<file path="src/include/rv_defines.svh">
`ifndef RV_DEFINES_SVH
`define RV_DEFINES_SVH

// Width of integer registers and ALU datapath
`define RV_XLEN 32

// Architectural register count including x0
`define RV_REG_COUNT 32

// Bits needed to index one register
`define RV_REG_ADDR_BITS 5

// Canonical NOP encoded as ADDI on x0 with zero immediate
`define RV_NOP_INST 32'h0000_0013

`endif

</file>
<file path="src/hdl/RvIsa.sv">
`include "rv_defines.svh"

package RvIsa;

    typedef logic [31:0]                  Inst;      // Raw instruction word
    typedef logic [`RV_XLEN-1:0]          Data;      // Operand or result
    typedef logic [31:0]                  InstAddr;  // Program counter
    typedef logic [`RV_REG_ADDR_BITS-1:0] RegAddr;   // Register index

    // Major opcodes kept in this slice
    typedef enum logic [6:0]
    {
        OP     = 7'b0110011,  // Register-register ALU
        OP_IMM = 7'b0010011,  // Register-immediate ALU
        LUI    = 7'b0110111,  // Load upper immediate
        AUIPC  = 7'b0010111   // Add upper immediate to PC
    } Opcode;

    typedef enum logic [3:0]
    {
        ADD,     // A + B
        SUB,     // A - B
        SLL,     // Logical left shift
        SLT,     // Signed less than
        SLTU,    // Unsigned less than
        XOR,     // Bitwise xor
        SRL,     // Logical right shift
        SRA,     // Arithmetic right shift
        OR,      // Bitwise or
        AND,     // Bitwise and
        PASS_B   // B straight through
    } AluOp;

endpackage

</file>
<file path="src/hdl/RvPipe.sv">
package RvPipe;

    // Source of ALU operand A
    typedef enum logic [1:0]
    {
        OPA_REG,   // rs1 value
        OPA_PC,    // Instruction PC
        OPA_ZERO   // Constant zero
    } OperandASel;

    // Source of ALU operand B
    typedef enum logic
    {
        OPB_REG,   // rs2 value
        OPB_IMM    // Decoded immediate
    } OperandBSel;

    typedef struct packed
    {
        logic          isValid;      // Slot holds a live instruction
        logic          regWrEnable;  // Writes a nonzero rd
        RvIsa::RegAddr regWrAddr;    // Destination register
        RvIsa::AluOp   aluControl;   // ALU function
        OperandASel    operandASel;
        OperandBSel    operandBSel;
    } IdExCtrl;

    typedef struct packed
    {
        RvIsa::InstAddr pc;          // PC of the instruction
        RvIsa::Data     instIMM;     // Sign extended or upper immediate
        RvIsa::Data     dataA;       // rs1 value read at decode
        RvIsa::Data     dataB;       // rs2 value read at decode
        RvIsa::RegAddr  rs1Addr;     // Kept for forwarding compare
        RvIsa::RegAddr  rs2Addr;
    } IdExData;

    typedef struct packed
    {
        RvIsa::RegAddr  regAddr;     // Destination register
        RvIsa::Data     data;        // ALU result
        RvIsa::InstAddr pc;          // Producing instruction
    } ExResult;

endpackage

</file>
<file path="src/hdl/InstDecoder.sv">
`timescale 1ns/10ps

module InstDecoder
(
    input  RvIsa::Inst      i_inst,       // Instruction word
    input  RvIsa::InstAddr  i_pc,         // Its PC
    input  logic            i_instValid,  // Single cycle strobe
    output RvIsa::RegAddr   o_rs1Addr,    // To register file port A
    output RvIsa::RegAddr   o_rs2Addr,    // To register file port B
    input  RvIsa::Data      i_rs1Data,    // From register file port A
    input  RvIsa::Data      i_rs2Data,    // From register file port B
    output RvPipe::IdExCtrl o_ctrl,       // Control for ID/EX
    output RvPipe::IdExData o_data        // Operands for ID/EX
);

    RvIsa::Opcode       opcode;   // Major opcode
    logic [2:0]         funct3;
    logic [6:0]         funct7;
    RvIsa::RegAddr      rdAddr;
    RvIsa::Data         immI;     // I-type immediate
    RvIsa::Data         immU;     // U-type immediate
    logic               legal;    // Supported encoding
    logic               useRs1;
    logic               useRs2;
    RvIsa::AluOp        aluOp;
    RvPipe::OperandASel aSel;
    RvPipe::OperandBSel bSel;
    RvIsa::Data         imm;

    // Shared funct3 map for OP and OP_IMM
    function automatic RvIsa::AluOp aluFromFunct(input logic [2:0] f3, input logic alt);
        RvIsa::AluOp op;
        case (f3)
            3'b000:  op = alt ? RvIsa::SUB : RvIsa::ADD;
            3'b001:  op = RvIsa::SLL;
            3'b010:  op = RvIsa::SLT;
            3'b011:  op = RvIsa::SLTU;
            3'b100:  op = RvIsa::XOR;
            3'b101:  op = alt ? RvIsa::SRA : RvIsa::SRL;
            3'b110:  op = RvIsa::OR;
            default: op = RvIsa::AND;
        endcase
        return op;
    endfunction

    assign opcode = RvIsa::Opcode'(i_inst[6:0]);
    assign rdAddr = i_inst[11:7];
    assign funct3 = i_inst[14:12];
    assign funct7 = i_inst[31:25];
    assign immI   = {{20{i_inst[31]}}, i_inst[31:20]};  // Sign extended
    assign immU   = {i_inst[31:12], 12'b0};

    always_comb
    begin
        legal  = 1'b0;
        useRs1 = 1'b0;
        useRs2 = 1'b0;
        aluOp  = RvIsa::ADD;
        aSel   = RvPipe::OPA_REG;
        bSel   = RvPipe::OPB_REG;
        imm    = '0;
        case (opcode)
            RvIsa::OP:
            begin
                legal  = (funct7 == 7'b0000000) ||
                         ((funct7 == 7'b0100000) && ((funct3 == 3'b000) || (funct3 == 3'b101)));
                aluOp  = aluFromFunct(funct3, funct7[5]);  // Bit 5 picks SUB or SRA
                useRs1 = 1'b1;
                useRs2 = 1'b1;
            end
            RvIsa::OP_IMM:
            begin
                case (funct3)
                    3'b001:  legal = (funct7 == 7'b0000000);  // SLLI
                    3'b101:  legal = (funct7 == 7'b0000000) || (funct7 == 7'b0100000);
                    default: legal = 1'b1;                    // Plain immediate ops
                endcase
                aluOp  = aluFromFunct(funct3, (funct3 == 3'b101) && funct7[5]);
                imm    = immI;
                bSel   = RvPipe::OPB_IMM;
                useRs1 = 1'b1;
            end
            RvIsa::LUI:
            begin
                legal = 1'b1;
                aluOp = RvIsa::PASS_B;   // Result is the immediate
                aSel  = RvPipe::OPA_ZERO;
                bSel  = RvPipe::OPB_IMM;
                imm   = immU;
            end
            RvIsa::AUIPC:
            begin
                legal = 1'b1;
                aSel  = RvPipe::OPA_PC;  // PC plus upper immediate
                bSel  = RvPipe::OPB_IMM;
                imm   = immU;
            end
            default:
                legal = 1'b0;            // Unsupported opcode
        endcase
    end

    assign o_rs1Addr = useRs1 ? i_inst[19:15] : '0;  // Unused sources read x0
    assign o_rs2Addr = useRs2 ? i_inst[24:20] : '0;

    always_comb
    begin
        o_ctrl.isValid     = i_instValid && legal;
        o_ctrl.regWrEnable = legal && (rdAddr != '0);  // x0 writes make no result
        o_ctrl.regWrAddr   = rdAddr;
        o_ctrl.aluControl  = aluOp;
        o_ctrl.operandASel = aSel;
        o_ctrl.operandBSel = bSel;
        o_data.pc          = i_pc;
        o_data.instIMM     = imm;
        o_data.dataA       = i_rs1Data;
        o_data.dataB       = i_rs2Data;
        o_data.rs1Addr     = o_rs1Addr;
        o_data.rs2Addr     = o_rs2Addr;
    end

    // Every immediate form must take B from the immediate
    always_comb
    begin
        if (o_ctrl.isValid && (opcode != RvIsa::OP))
            assert (o_ctrl.operandBSel == RvPipe::OPB_IMM)
            else $error("Decoder selected register operand B for immediate form");
    end

endmodule

</file>
<file path="src/hdl/RegisterFile.sv">
`timescale 1ns/10ps
`include "rv_defines.svh"

module RegisterFile
(
    input  logic          i_clock,      // Clock
    input  logic          i_reset,      // Synchronous reset
    input  RvIsa::RegAddr i_rdAddrA,    // Read port A address
    input  RvIsa::RegAddr i_rdAddrB,    // Read port B address
    output RvIsa::Data    o_rdDataA,
    output RvIsa::Data    o_rdDataB,
    input  logic          i_wrEnable,   // Writeback strobe
    input  RvIsa::RegAddr i_wrAddr,
    input  RvIsa::Data    i_wrData
);

    RvIsa::Data regFile [`RV_REG_COUNT];  // Architectural state

    always_ff @(posedge i_clock)
    begin
        if (i_reset)
        begin
            for (int i = 0; i < `RV_REG_COUNT; i++)
                regFile[i] <= '0;
        end
        else if (i_wrEnable && (i_wrAddr != '0))  // x0 never written
        begin
            regFile[i_wrAddr] <= i_wrData;
        end
    end

    // x0 reads zero and a same cycle write is bypassed to the reader
    assign o_rdDataA = (i_rdAddrA == '0) ? '0 :
                       (i_wrEnable && (i_wrAddr == i_rdAddrA)) ? i_wrData : regFile[i_rdAddrA];
    assign o_rdDataB = (i_rdAddrB == '0) ? '0 :
                       (i_wrEnable && (i_wrAddr == i_rdAddrB)) ? i_wrData : regFile[i_rdAddrB];

    // x0 keeps its zero across every later cycle
    assert property (@(posedge i_clock) disable iff (i_reset)
        (regFile[0] == '0) |=> (regFile[0] == '0))
        else $error("Register x0 lost its zero value");

endmodule

</file>
<file path="src/hdl/PipelineIDEX.sv">
`timescale 1ns/10ps

module PipelineIDEX
(
    input  logic            i_clock,   // Clock
    input  logic            i_reset,   // Synchronous reset
    input  logic            i_stall,   // Hold current slot over flush
    input  logic            i_flush,   // Empty the slot
    input  RvPipe::IdExCtrl i_ctrl,    // Control from decode
    input  RvPipe::IdExData i_data,    // Operands from decode
    output RvPipe::IdExCtrl o_ctrl,    // Control to execute
    output RvPipe::IdExData o_data     // Operands to execute
);

    always_ff @(posedge i_clock)
    begin
        casez ({i_reset, i_stall, i_flush})
            3'b1??,                        // Reset
            3'b001:                        // Flush
                o_ctrl.isValid <= 1'b0;    // Payload left as is
            3'b01?:                        // Stall
                ;
            default:                       // Normal load
            begin
                o_ctrl <= i_ctrl;
                o_data <= i_data;
            end
        endcase
    end

    // A stalled slot presents the same control next cycle
    assert property (@(posedge i_clock) disable iff (i_reset)
        i_stall |=> $stable(o_ctrl))
        else $error("ID/EX control changed during stall");

endmodule

</file>
<file path="src/hdl/ExecuteStage.sv">
`timescale 1ns/10ps

module ExecuteStage
(
    input  logic            i_clock,        // Clock
    input  logic            i_reset,        // Synchronous reset
    input  logic            i_stall,        // Blocks result capture
    input  RvPipe::IdExCtrl i_ctrl,         // Registered control
    input  RvPipe::IdExData i_data,         // Registered operands
    output logic            o_resultValid,  // Result strobe and RF write enable
    output RvPipe::ExResult o_result        // Registered result
);

    logic       fwdValid;    // Result register usable for forwarding
    logic       fwdA;
    logic       fwdB;
    RvIsa::Data srcA;        // rs1 value after forwarding
    RvIsa::Data srcB;        // rs2 value after forwarding
    RvIsa::Data opA;
    RvIsa::Data opB;
    logic [4:0] shamt;
    RvIsa::Data aluOut;
    logic       loadResult;

    // Back-to-back dependency served from the result register
    assign fwdA = fwdValid && (o_result.regAddr != '0) && (o_result.regAddr == i_data.rs1Addr);
    assign fwdB = fwdValid && (o_result.regAddr != '0) && (o_result.regAddr == i_data.rs2Addr);
    assign srcA = fwdA ? o_result.data : i_data.dataA;
    assign srcB = fwdB ? o_result.data : i_data.dataB;

    always_comb
    begin
        case (i_ctrl.operandASel)
            RvPipe::OPA_PC:   opA = RvIsa::Data'(i_data.pc);
            RvPipe::OPA_ZERO: opA = '0;
            default:          opA = srcA;
        endcase
    end

    assign opB   = (i_ctrl.operandBSel == RvPipe::OPB_IMM) ? i_data.instIMM : srcB;
    assign shamt = opB[4:0];   // Low five bits only

    always_comb
    begin
        case (i_ctrl.aluControl)
            RvIsa::ADD:  aluOut = opA + opB;
            RvIsa::SUB:  aluOut = opA - opB;
            RvIsa::SLL:  aluOut = opA << shamt;
            RvIsa::SLT:  aluOut = RvIsa::Data'($signed(opA) < $signed(opB));
            RvIsa::SLTU: aluOut = RvIsa::Data'(opA < opB);
            RvIsa::XOR:  aluOut = opA ^ opB;
            RvIsa::SRL:  aluOut = opA >> shamt;
            RvIsa::SRA:  aluOut = RvIsa::Data'($signed(opA) >>> shamt);  // Sign fill
            RvIsa::OR:   aluOut = opA | opB;
            RvIsa::AND:  aluOut = opA & opB;
            default:     aluOut = opB;  // PASS_B
        endcase
    end

    assign loadResult = i_ctrl.isValid && i_ctrl.regWrEnable;

    always_ff @(posedge i_clock)
    begin
        if (i_reset)
        begin
            o_resultValid <= 1'b0;
            fwdValid      <= 1'b0;
            o_result      <= '0;
        end
        else if (!i_stall)
        begin
            o_resultValid <= loadResult;
            fwdValid      <= loadResult;
            if (loadResult)
            begin
                o_result.regAddr <= i_ctrl.regWrAddr;
                o_result.data    <= aluOut;
                o_result.pc      <= i_data.pc;
            end
        end
        else
        begin
            // Strobe drops but the value stays for the held consumer
            o_resultValid <= 1'b0;
        end
    end

    // A held instruction is announced once
    assert property (@(posedge i_clock) disable iff (i_reset)
        (o_resultValid && i_stall) |=> !(o_resultValid && (o_result.pc == $past(o_result.pc))))
        else $error("Result repeated during stall");

endmodule

</file>
<file path="src/hdl/DecodeExecuteTop.sv">
`timescale 1ns/10ps

module DecodeExecuteTop
(
    input  logic            i_clock,        // Clock
    input  logic            i_reset,        // Synchronous reset
    input  logic            i_instValid,    // Instruction strobe
    input  logic            i_stall,        // External stall
    input  logic            i_flush,        // External flush
    input  RvIsa::Inst      i_inst,         // Instruction word
    input  RvIsa::InstAddr  i_pc,           // Its PC
    output logic            o_resultValid,  // Result strobe
    output RvPipe::ExResult o_result        // Result payload
);

    RvIsa::RegAddr   rs1Addr;   // Decode source addresses
    RvIsa::RegAddr   rs2Addr;
    RvIsa::Data      rs1Data;   // Register file read data
    RvIsa::Data      rs2Data;
    RvPipe::IdExCtrl decCtrl;   // Decode side of ID/EX
    RvPipe::IdExData decData;
    RvPipe::IdExCtrl exCtrl;    // Execute side of ID/EX
    RvPipe::IdExData exData;

    InstDecoder decoder
    (
        .i_inst      (i_inst),
        .i_pc        (i_pc),
        .i_instValid (i_instValid),
        .o_rs1Addr   (rs1Addr),
        .o_rs2Addr   (rs2Addr),
        .i_rs1Data   (rs1Data),
        .i_rs2Data   (rs2Data),
        .o_ctrl      (decCtrl),
        .o_data      (decData)
    );

    RegisterFile regFile
    (
        .i_clock    (i_clock),
        .i_reset    (i_reset),
        .i_rdAddrA  (rs1Addr),
        .i_rdAddrB  (rs2Addr),
        .o_rdDataA  (rs1Data),
        .o_rdDataB  (rs2Data),
        .i_wrEnable (o_resultValid),     // Writeback on result strobe
        .i_wrAddr   (o_result.regAddr),
        .i_wrData   (o_result.data)
    );

    PipelineIDEX idEx
    (
        .i_clock (i_clock),
        .i_reset (i_reset),
        .i_stall (i_stall),
        .i_flush (i_flush),
        .i_ctrl  (decCtrl),
        .i_data  (decData),
        .o_ctrl  (exCtrl),
        .o_data  (exData)
    );

    ExecuteStage execute
    (
        .i_clock       (i_clock),
        .i_reset       (i_reset),
        .i_stall       (i_stall),
        .i_ctrl        (exCtrl),
        .i_data        (exData),
        .o_resultValid (o_resultValid),
        .o_result      (o_result)
    );

endmodule

</file>
<file path="config.mk">
export PLATFORM = sky130hd
export DESIGN_NAME = DecodeExecuteTop
export DESIGN_NICKNAME = d
export VERILOG_FILES = /design/src/hdl/RvIsa.sv /design/src/hdl/RvPipe.sv /design/src/hdl/InstDecoder.sv /design/src/hdl/RegisterFile.sv /design/src/hdl/PipelineIDEX.sv /design/src/hdl/ExecuteStage.sv /design/src/hdl/DecodeExecuteTop.sv
export VERILOG_INCLUDE_DIRS = /design/src /design/src/include
export SDC_FILE = /design/constraint.sdc
export NUM_CORES = 2
export LEC_CHECK = 0
export ABC_AREA = 1
export BUFFER_PORTS_ARGS = -buffer_cell sky130_fd_sc_hd__clkbuf_2
export CELL_PAD_IN_SITES_DETAIL_PLACEMENT = 1
export CELL_PAD_IN_SITES_GLOBAL_PLACEMENT = 2
export CORE_MARGIN = 5
export CORE_UTILIZATION = 40
export CTS_CLUSTER_SIZE = 40
export DETAILED_ROUTE_END_ITERATION = 10
export PLACE_DENSITY_LB_ADDON = 0.15
export SLEW_MARGIN = 20
export SYNTH_ARGS = -nofsm -noshare
export SYNTH_HDL_FRONTEND = slang
export SYNTH_SLANG_ARGS = --single-unit
</file>
<file path="constraint.sdc">
create_clock -name i_clock -period 17.91 [get_ports i_clock]
set_input_delay 3.582 -clock i_clock [delete_from_list [all_inputs] [get_ports i_clock]]
set_output_delay 3.582 -clock i_clock [all_outputs]
set_load 0.005 [all_outputs]
</file>
==> results <==
- The commonest register cell after synthesis is sky130_fd_sc_hd__edfxtp_1.
- The flow ran to the end, and the final reports show no timing, DRC or antenna violations.
- The number of buffers between clock root and the deepest sink is 3.
- The largest single stage delay on the critical path is 0.67 ns.
- In this run the remaining antenna-violating nets after routing total 0.
- The pin count of the biggest net entering global routing is 171.
- The maximum operating frequency is 118.4 MHz.
- The number of vias per cell is 6.483.
- After detailed routing, the number of remaining DRC violations is 0.
- At the pin with the least slew margin, the transition time is 1.249 ns.
- For this design, the sink count on the clock tree is 1247.
- The tightest slew margin relative to the limit is 0.1651.
- The critical path is of the primary input to register type.
- The critical path goes through clkbuf_2 -> nor3_2 -> nand2_2 -> nor2_4 -> buf_4 -> buf_4 -> buf_4 -> buf_4 -> buf_4 -> buf_4 -> o21ai_0 -> o22ai_1 -> nand2_1 -> nand3_1 -> o21ai_0 -> a21oi_1.
- The count of pins on the block boundary is 139.
- Buffers added to address setup during post-CTS repair amount to 0.
- The class of the most critical hold timing path is register to register.
- The first-pass iteration count of the detailed router is 5.
- Gates resized during post-CTS repair numbered 0.
- The cell family contributing the most delay on the critical path is buffers and inverters.
- The core region is 182700 µm².
- The global-route total usage across every layer is 0.3740.
- The clock input transition at the sequential cells of the worst setup and hold paths is 0.06 ns.
- The fraction of layout instances using a drive strength above 1 is 0.09809.
- The total of hold buffers inserted after clock tree synthesis is 0.
- The total vias in the final route is 71.54k.
- Detailed placement finished with a half-perimeter wire length of 229100 µm.
- The maximum ir drop on the vdd rail is 0.08651 mV.
- Summed over all layers, the routed wires come to 371000 µm.
- CTS placed an instance of sky130_fd_sc_hd__clkbuf_16 at the clock tree root.
- In the final routed layout, each cell accounts on average for 33.62 µm.
- The wire length of the first global-routing pass is 521900 µm.
- The H-tree was split into 4 levels.
- The proportion of synthesized flip-flops having asynchronous set or reset is 0.
- TritonCTS built the clock tree.
- The number of core rows is 157.
- The critical path contains buffers and inverters numbering 7 combined.
- The number of antenna violations at the first check in global routing was 13.
- The total of flip-flops plus latches after synthesis is 1247.
- The count of endpoints failing setup in the final report is 0.
- Setup repair after global routing left no endpoint under its margin.
- The area of the die is 191900 µm².
- The smallest clock period supported by the final layout is computed as 8.443 ns.
- Routability-driven placement finished with a final weighted congestion of 0.9713.
- The signal arrival time at the worst endpoint is 9.09 ns.
- The tool flagged a number of max-cap violations equal to 0.
- For this run, the register share of the synthesized area comes to 0.5012.
- Yosys mapped a number of flops with a built-in enable equal to 1176.
- The number of warning messages in the yosys log is 0.
- The netlist uses 69 different library cells.
- The area growth from synthesis to final layout is 9.772%.
- The starting density of the core is 0.4012.
- The type of destination of the critical path is a register.
- The netlist area before placement is 73290 µm².
- The floorplan step set the die width to 438.0 µm.
- Once layout is complete, the utilization of the core stands at 0.4404.
- Dividing the final minimum period by the clock period gives 0.4714.
- The number of fill cells is 21.49k.
- The setup TNS is 0 ns.
- The critical-path maximum fanout is 66.
- The required time at the endpoint of the critical path is 18.56 ns.
- The cell count after synthesis came out at 8778.
- After the last flow step, the layout net total stands at 8693.
- The worst setup skew after layout is 0.03031 ns.
- For this run the aggregate overflow at the end of global routing stands at 0.
- The dominant cell type by count on the critical path is sky130_fd_sc_hd__buf_4.
- The setup check on the worst reg-to-reg path leaves a slack of 10.15 ns.
- The number of global-route vias before repair is 71.90k.
- The worst-skew pair later-pin latency is 0.82 ns.
- The nature of the critical path startpoint is a primary input.
- The number of hold-slack violations in the final timing report is 0.
- Input and output buffers added on the ports amount to 138.
- The DRC marker count from the first detailed-route iteration is 8468.
- For this design the ratio of total power to cell area is 88.50 nW/µm².
- TritonCTS created 148 clock buffers.
- On the critical path, the stage with the largest delay is an instance of sky130_fd_sc_hd__buf_4.
- Each instance of the synthesized netlist takes up on average 8.349 µm².
- The total count of max-transition violations in the final report is 0.
- The die height is 438.0 µm.
- The static power due to leakage is 29.54 nW.
cell families (layout without fill, tap and decap cells):
logic type	count (synthesis)	after routing	synth area share
and+or+nand+nor	3730	3730	0.2101
adders and majority gates	100	100	0.01728
other	1	37	0.00005117
buffers and inverters	1324	1160	0.07346
xor gates and xnor gates	10	10	0.001195
AOI/OAI and AO/OA	2366	2366	0.1966
DFF	1247	1247	0.5012
per-stage QoR:
step / setup slack (ns) / power, mW / std cells / hold slack (ns) / cell area (µm²)
4_1_cts: 9.750 / 7.119 / 11030 / 0.4911 / 80440
3_5_place_dp: 8.902 / 4.192 / 10760 / 0.4770 / 75880
6_report: 9.467 / 7.120 / 11040 / 0.4836 / 80450
5_1_grt: 9.386 / 7.312 / 11030 / 0.5061 / 80440
3_3_place_gp: 8.962 / 4.177 / 10760 / 0.4643 / 75880
2_1_floorplan: 2.979 / 3.845 / 8809 / 0.4481 / 73410
synthesized netlist by cell type (29+ instances only):
master                     count  area share
sky130_fd_sc_hd__a21oi_1     575       0.039
sky130_fd_sc_hd__a31oi_1      52      0.0044
sky130_fd_sc_hd__buf_2       155       0.011
sky130_fd_sc_hd__clkbuf_1    573       0.029
sky130_fd_sc_hd__dfxtp_1      71       0.019
sky130_fd_sc_hd__edfxtp_1   1176        0.48
sky130_fd_sc_hd__ha_1         98       0.017
sky130_fd_sc_hd__inv_1       509       0.026
sky130_fd_sc_hd__nand2_1    1169       0.060
sky130_fd_sc_hd__nand3_1     687       0.047
sky130_fd_sc_hd__nand4_1      57      0.0049
sky130_fd_sc_hd__nor2_1     1699       0.087
sky130_fd_sc_hd__nor3_1       29      0.0020
sky130_fd_sc_hd__o211ai_1    127       0.013
sky130_fd_sc_hd__o21ai_0    1005       0.069
sky130_fd_sc_hd__o21ai_1      30      0.0020
sky130_fd_sc_hd__o221a_2     104       0.016
sky130_fd_sc_hd__o221ai_1    236       0.028
sky130_fd_sc_hd__o22ai_1      77      0.0066
sky130_fd_sc_hd__o311ai_0     36      0.0043
final cells by class:
| type | count | area [µm²] | area share |
|---|---|---|---|
| multi-input cells | 6238 | 31650 | 0.3934 |
| clock inverters | 70 | 549.3 | 0.006827 |
| diodes | 5 | 12.51 | 0.0001555 |
| clock buffers | 201 | 4008 | 0.04981 |
| well taps | 2385 | 2984 | 0.03709 |
| inverters | 536 | 2078 | 0.02583 |
| repair buffers | 353 | 2432 | 0.03023 |
| flip-flops and latches | 1247 | 36740 | 0.4566 |
per-layer routing:
metal,GRT usage,vias to the layer above,part of all wire
met4,0.2373,12,0.075
met3,0.08134,1124,0.094
met1,0.4518,36190,0.37
met5,0,-,0.00023
li1,-,30340,-
met2,0.6074,3880,0.46
flip-flops by register name, indices dropped and copies added, names as in the netlist:
register,count
execute.fwdValid,1
execute.o_result,69
execute.o_resultValid,1
idEx.o_ctrl,14
idEx.o_data,138
regFile.regFile,1024
path summary, 6_finish.rpt:
path	startpoint	to	cells past startpoint
min reg2reg	execute.o_result[10]	execute.o_result[10]	2
min	execute.o_result[10]	execute.o_result[10]	2
max	i_inst[3]	idEx.o_data[42]	16
max reg2reg	execute.o_result[64]	execute.o_result[50]	26
worst reg2reg max path: stages, from the launching register on:
cell	delay, ns
sky130_fd_sc_hd__dfxtp_1	1.00
sky130_fd_sc_hd__nor2_4	0.08
sky130_fd_sc_hd__nand3_2	0.11
sky130_fd_sc_hd__nand2_2	0.07
sky130_fd_sc_hd__inv_4	0.34
sky130_fd_sc_hd__nand3_2	0.24
sky130_fd_sc_hd__inv_4	0.37
sky130_fd_sc_hd__nand2_1	0.10
sky130_fd_sc_hd__o211ai_1	0.12
sky130_fd_sc_hd__nand2_2	0.07
sky130_fd_sc_hd__buf_4	0.25
sky130_fd_sc_hd__inv_2	0.75
sky130_fd_sc_hd__ha_1	0.47
sky130_fd_sc_hd__nor2_1	0.18
sky130_fd_sc_hd__nand3_1	0.10
sky130_fd_sc_hd__nor4_1	0.57
sky130_fd_sc_hd__nor2_1	0.16
sky130_fd_sc_hd__o21ai_1	0.51
sky130_fd_sc_hd__inv_1	0.16
sky130_fd_sc_hd__o21ai_1	0.19
sky130_fd_sc_hd__nand2_1	0.07
sky130_fd_sc_hd__nand2_1	0.06
sky130_fd_sc_hd__o21ai_1	0.06
sky130_fd_sc_hd__nor2_1	0.65
sky130_fd_sc_hd__nand4_1	0.66
sky130_fd_sc_hd__nand2_1	0.20
sky130_fd_sc_hd__a21oi_1	0.08
layout by cell type, fill, tap and decap left out, types with 104 or more instances in the layout:
cell type                   instances
sky130_fd_sc_hd__o211ai_1         127
sky130_fd_sc_hd__nor2_1          1691
sky130_fd_sc_hd__clkbuf_16        152
sky130_fd_sc_hd__o221a_2          104
sky130_fd_sc_hd__a21oi_1          574
sky130_fd_sc_hd__nand3_1          684
sky130_fd_sc_hd__edfxtp_1        1176
sky130_fd_sc_hd__o21ai_0         1005
sky130_fd_sc_hd__o221ai_1         236
sky130_fd_sc_hd__clkbuf_2         137
sky130_fd_sc_hd__nand2_1         1108
sky130_fd_sc_hd__buf_4            206
sky130_fd_sc_hd__inv_1            489
power by group:
part	switching [mW]	internal (mW)	total, mW
registers	0.0623	3.28	3.35
logic	0.624	0.185	0.810
clock network	1.31	1.66	2.96
total	1.99	5.13	7.12
(Power assumes the default switching activity.)
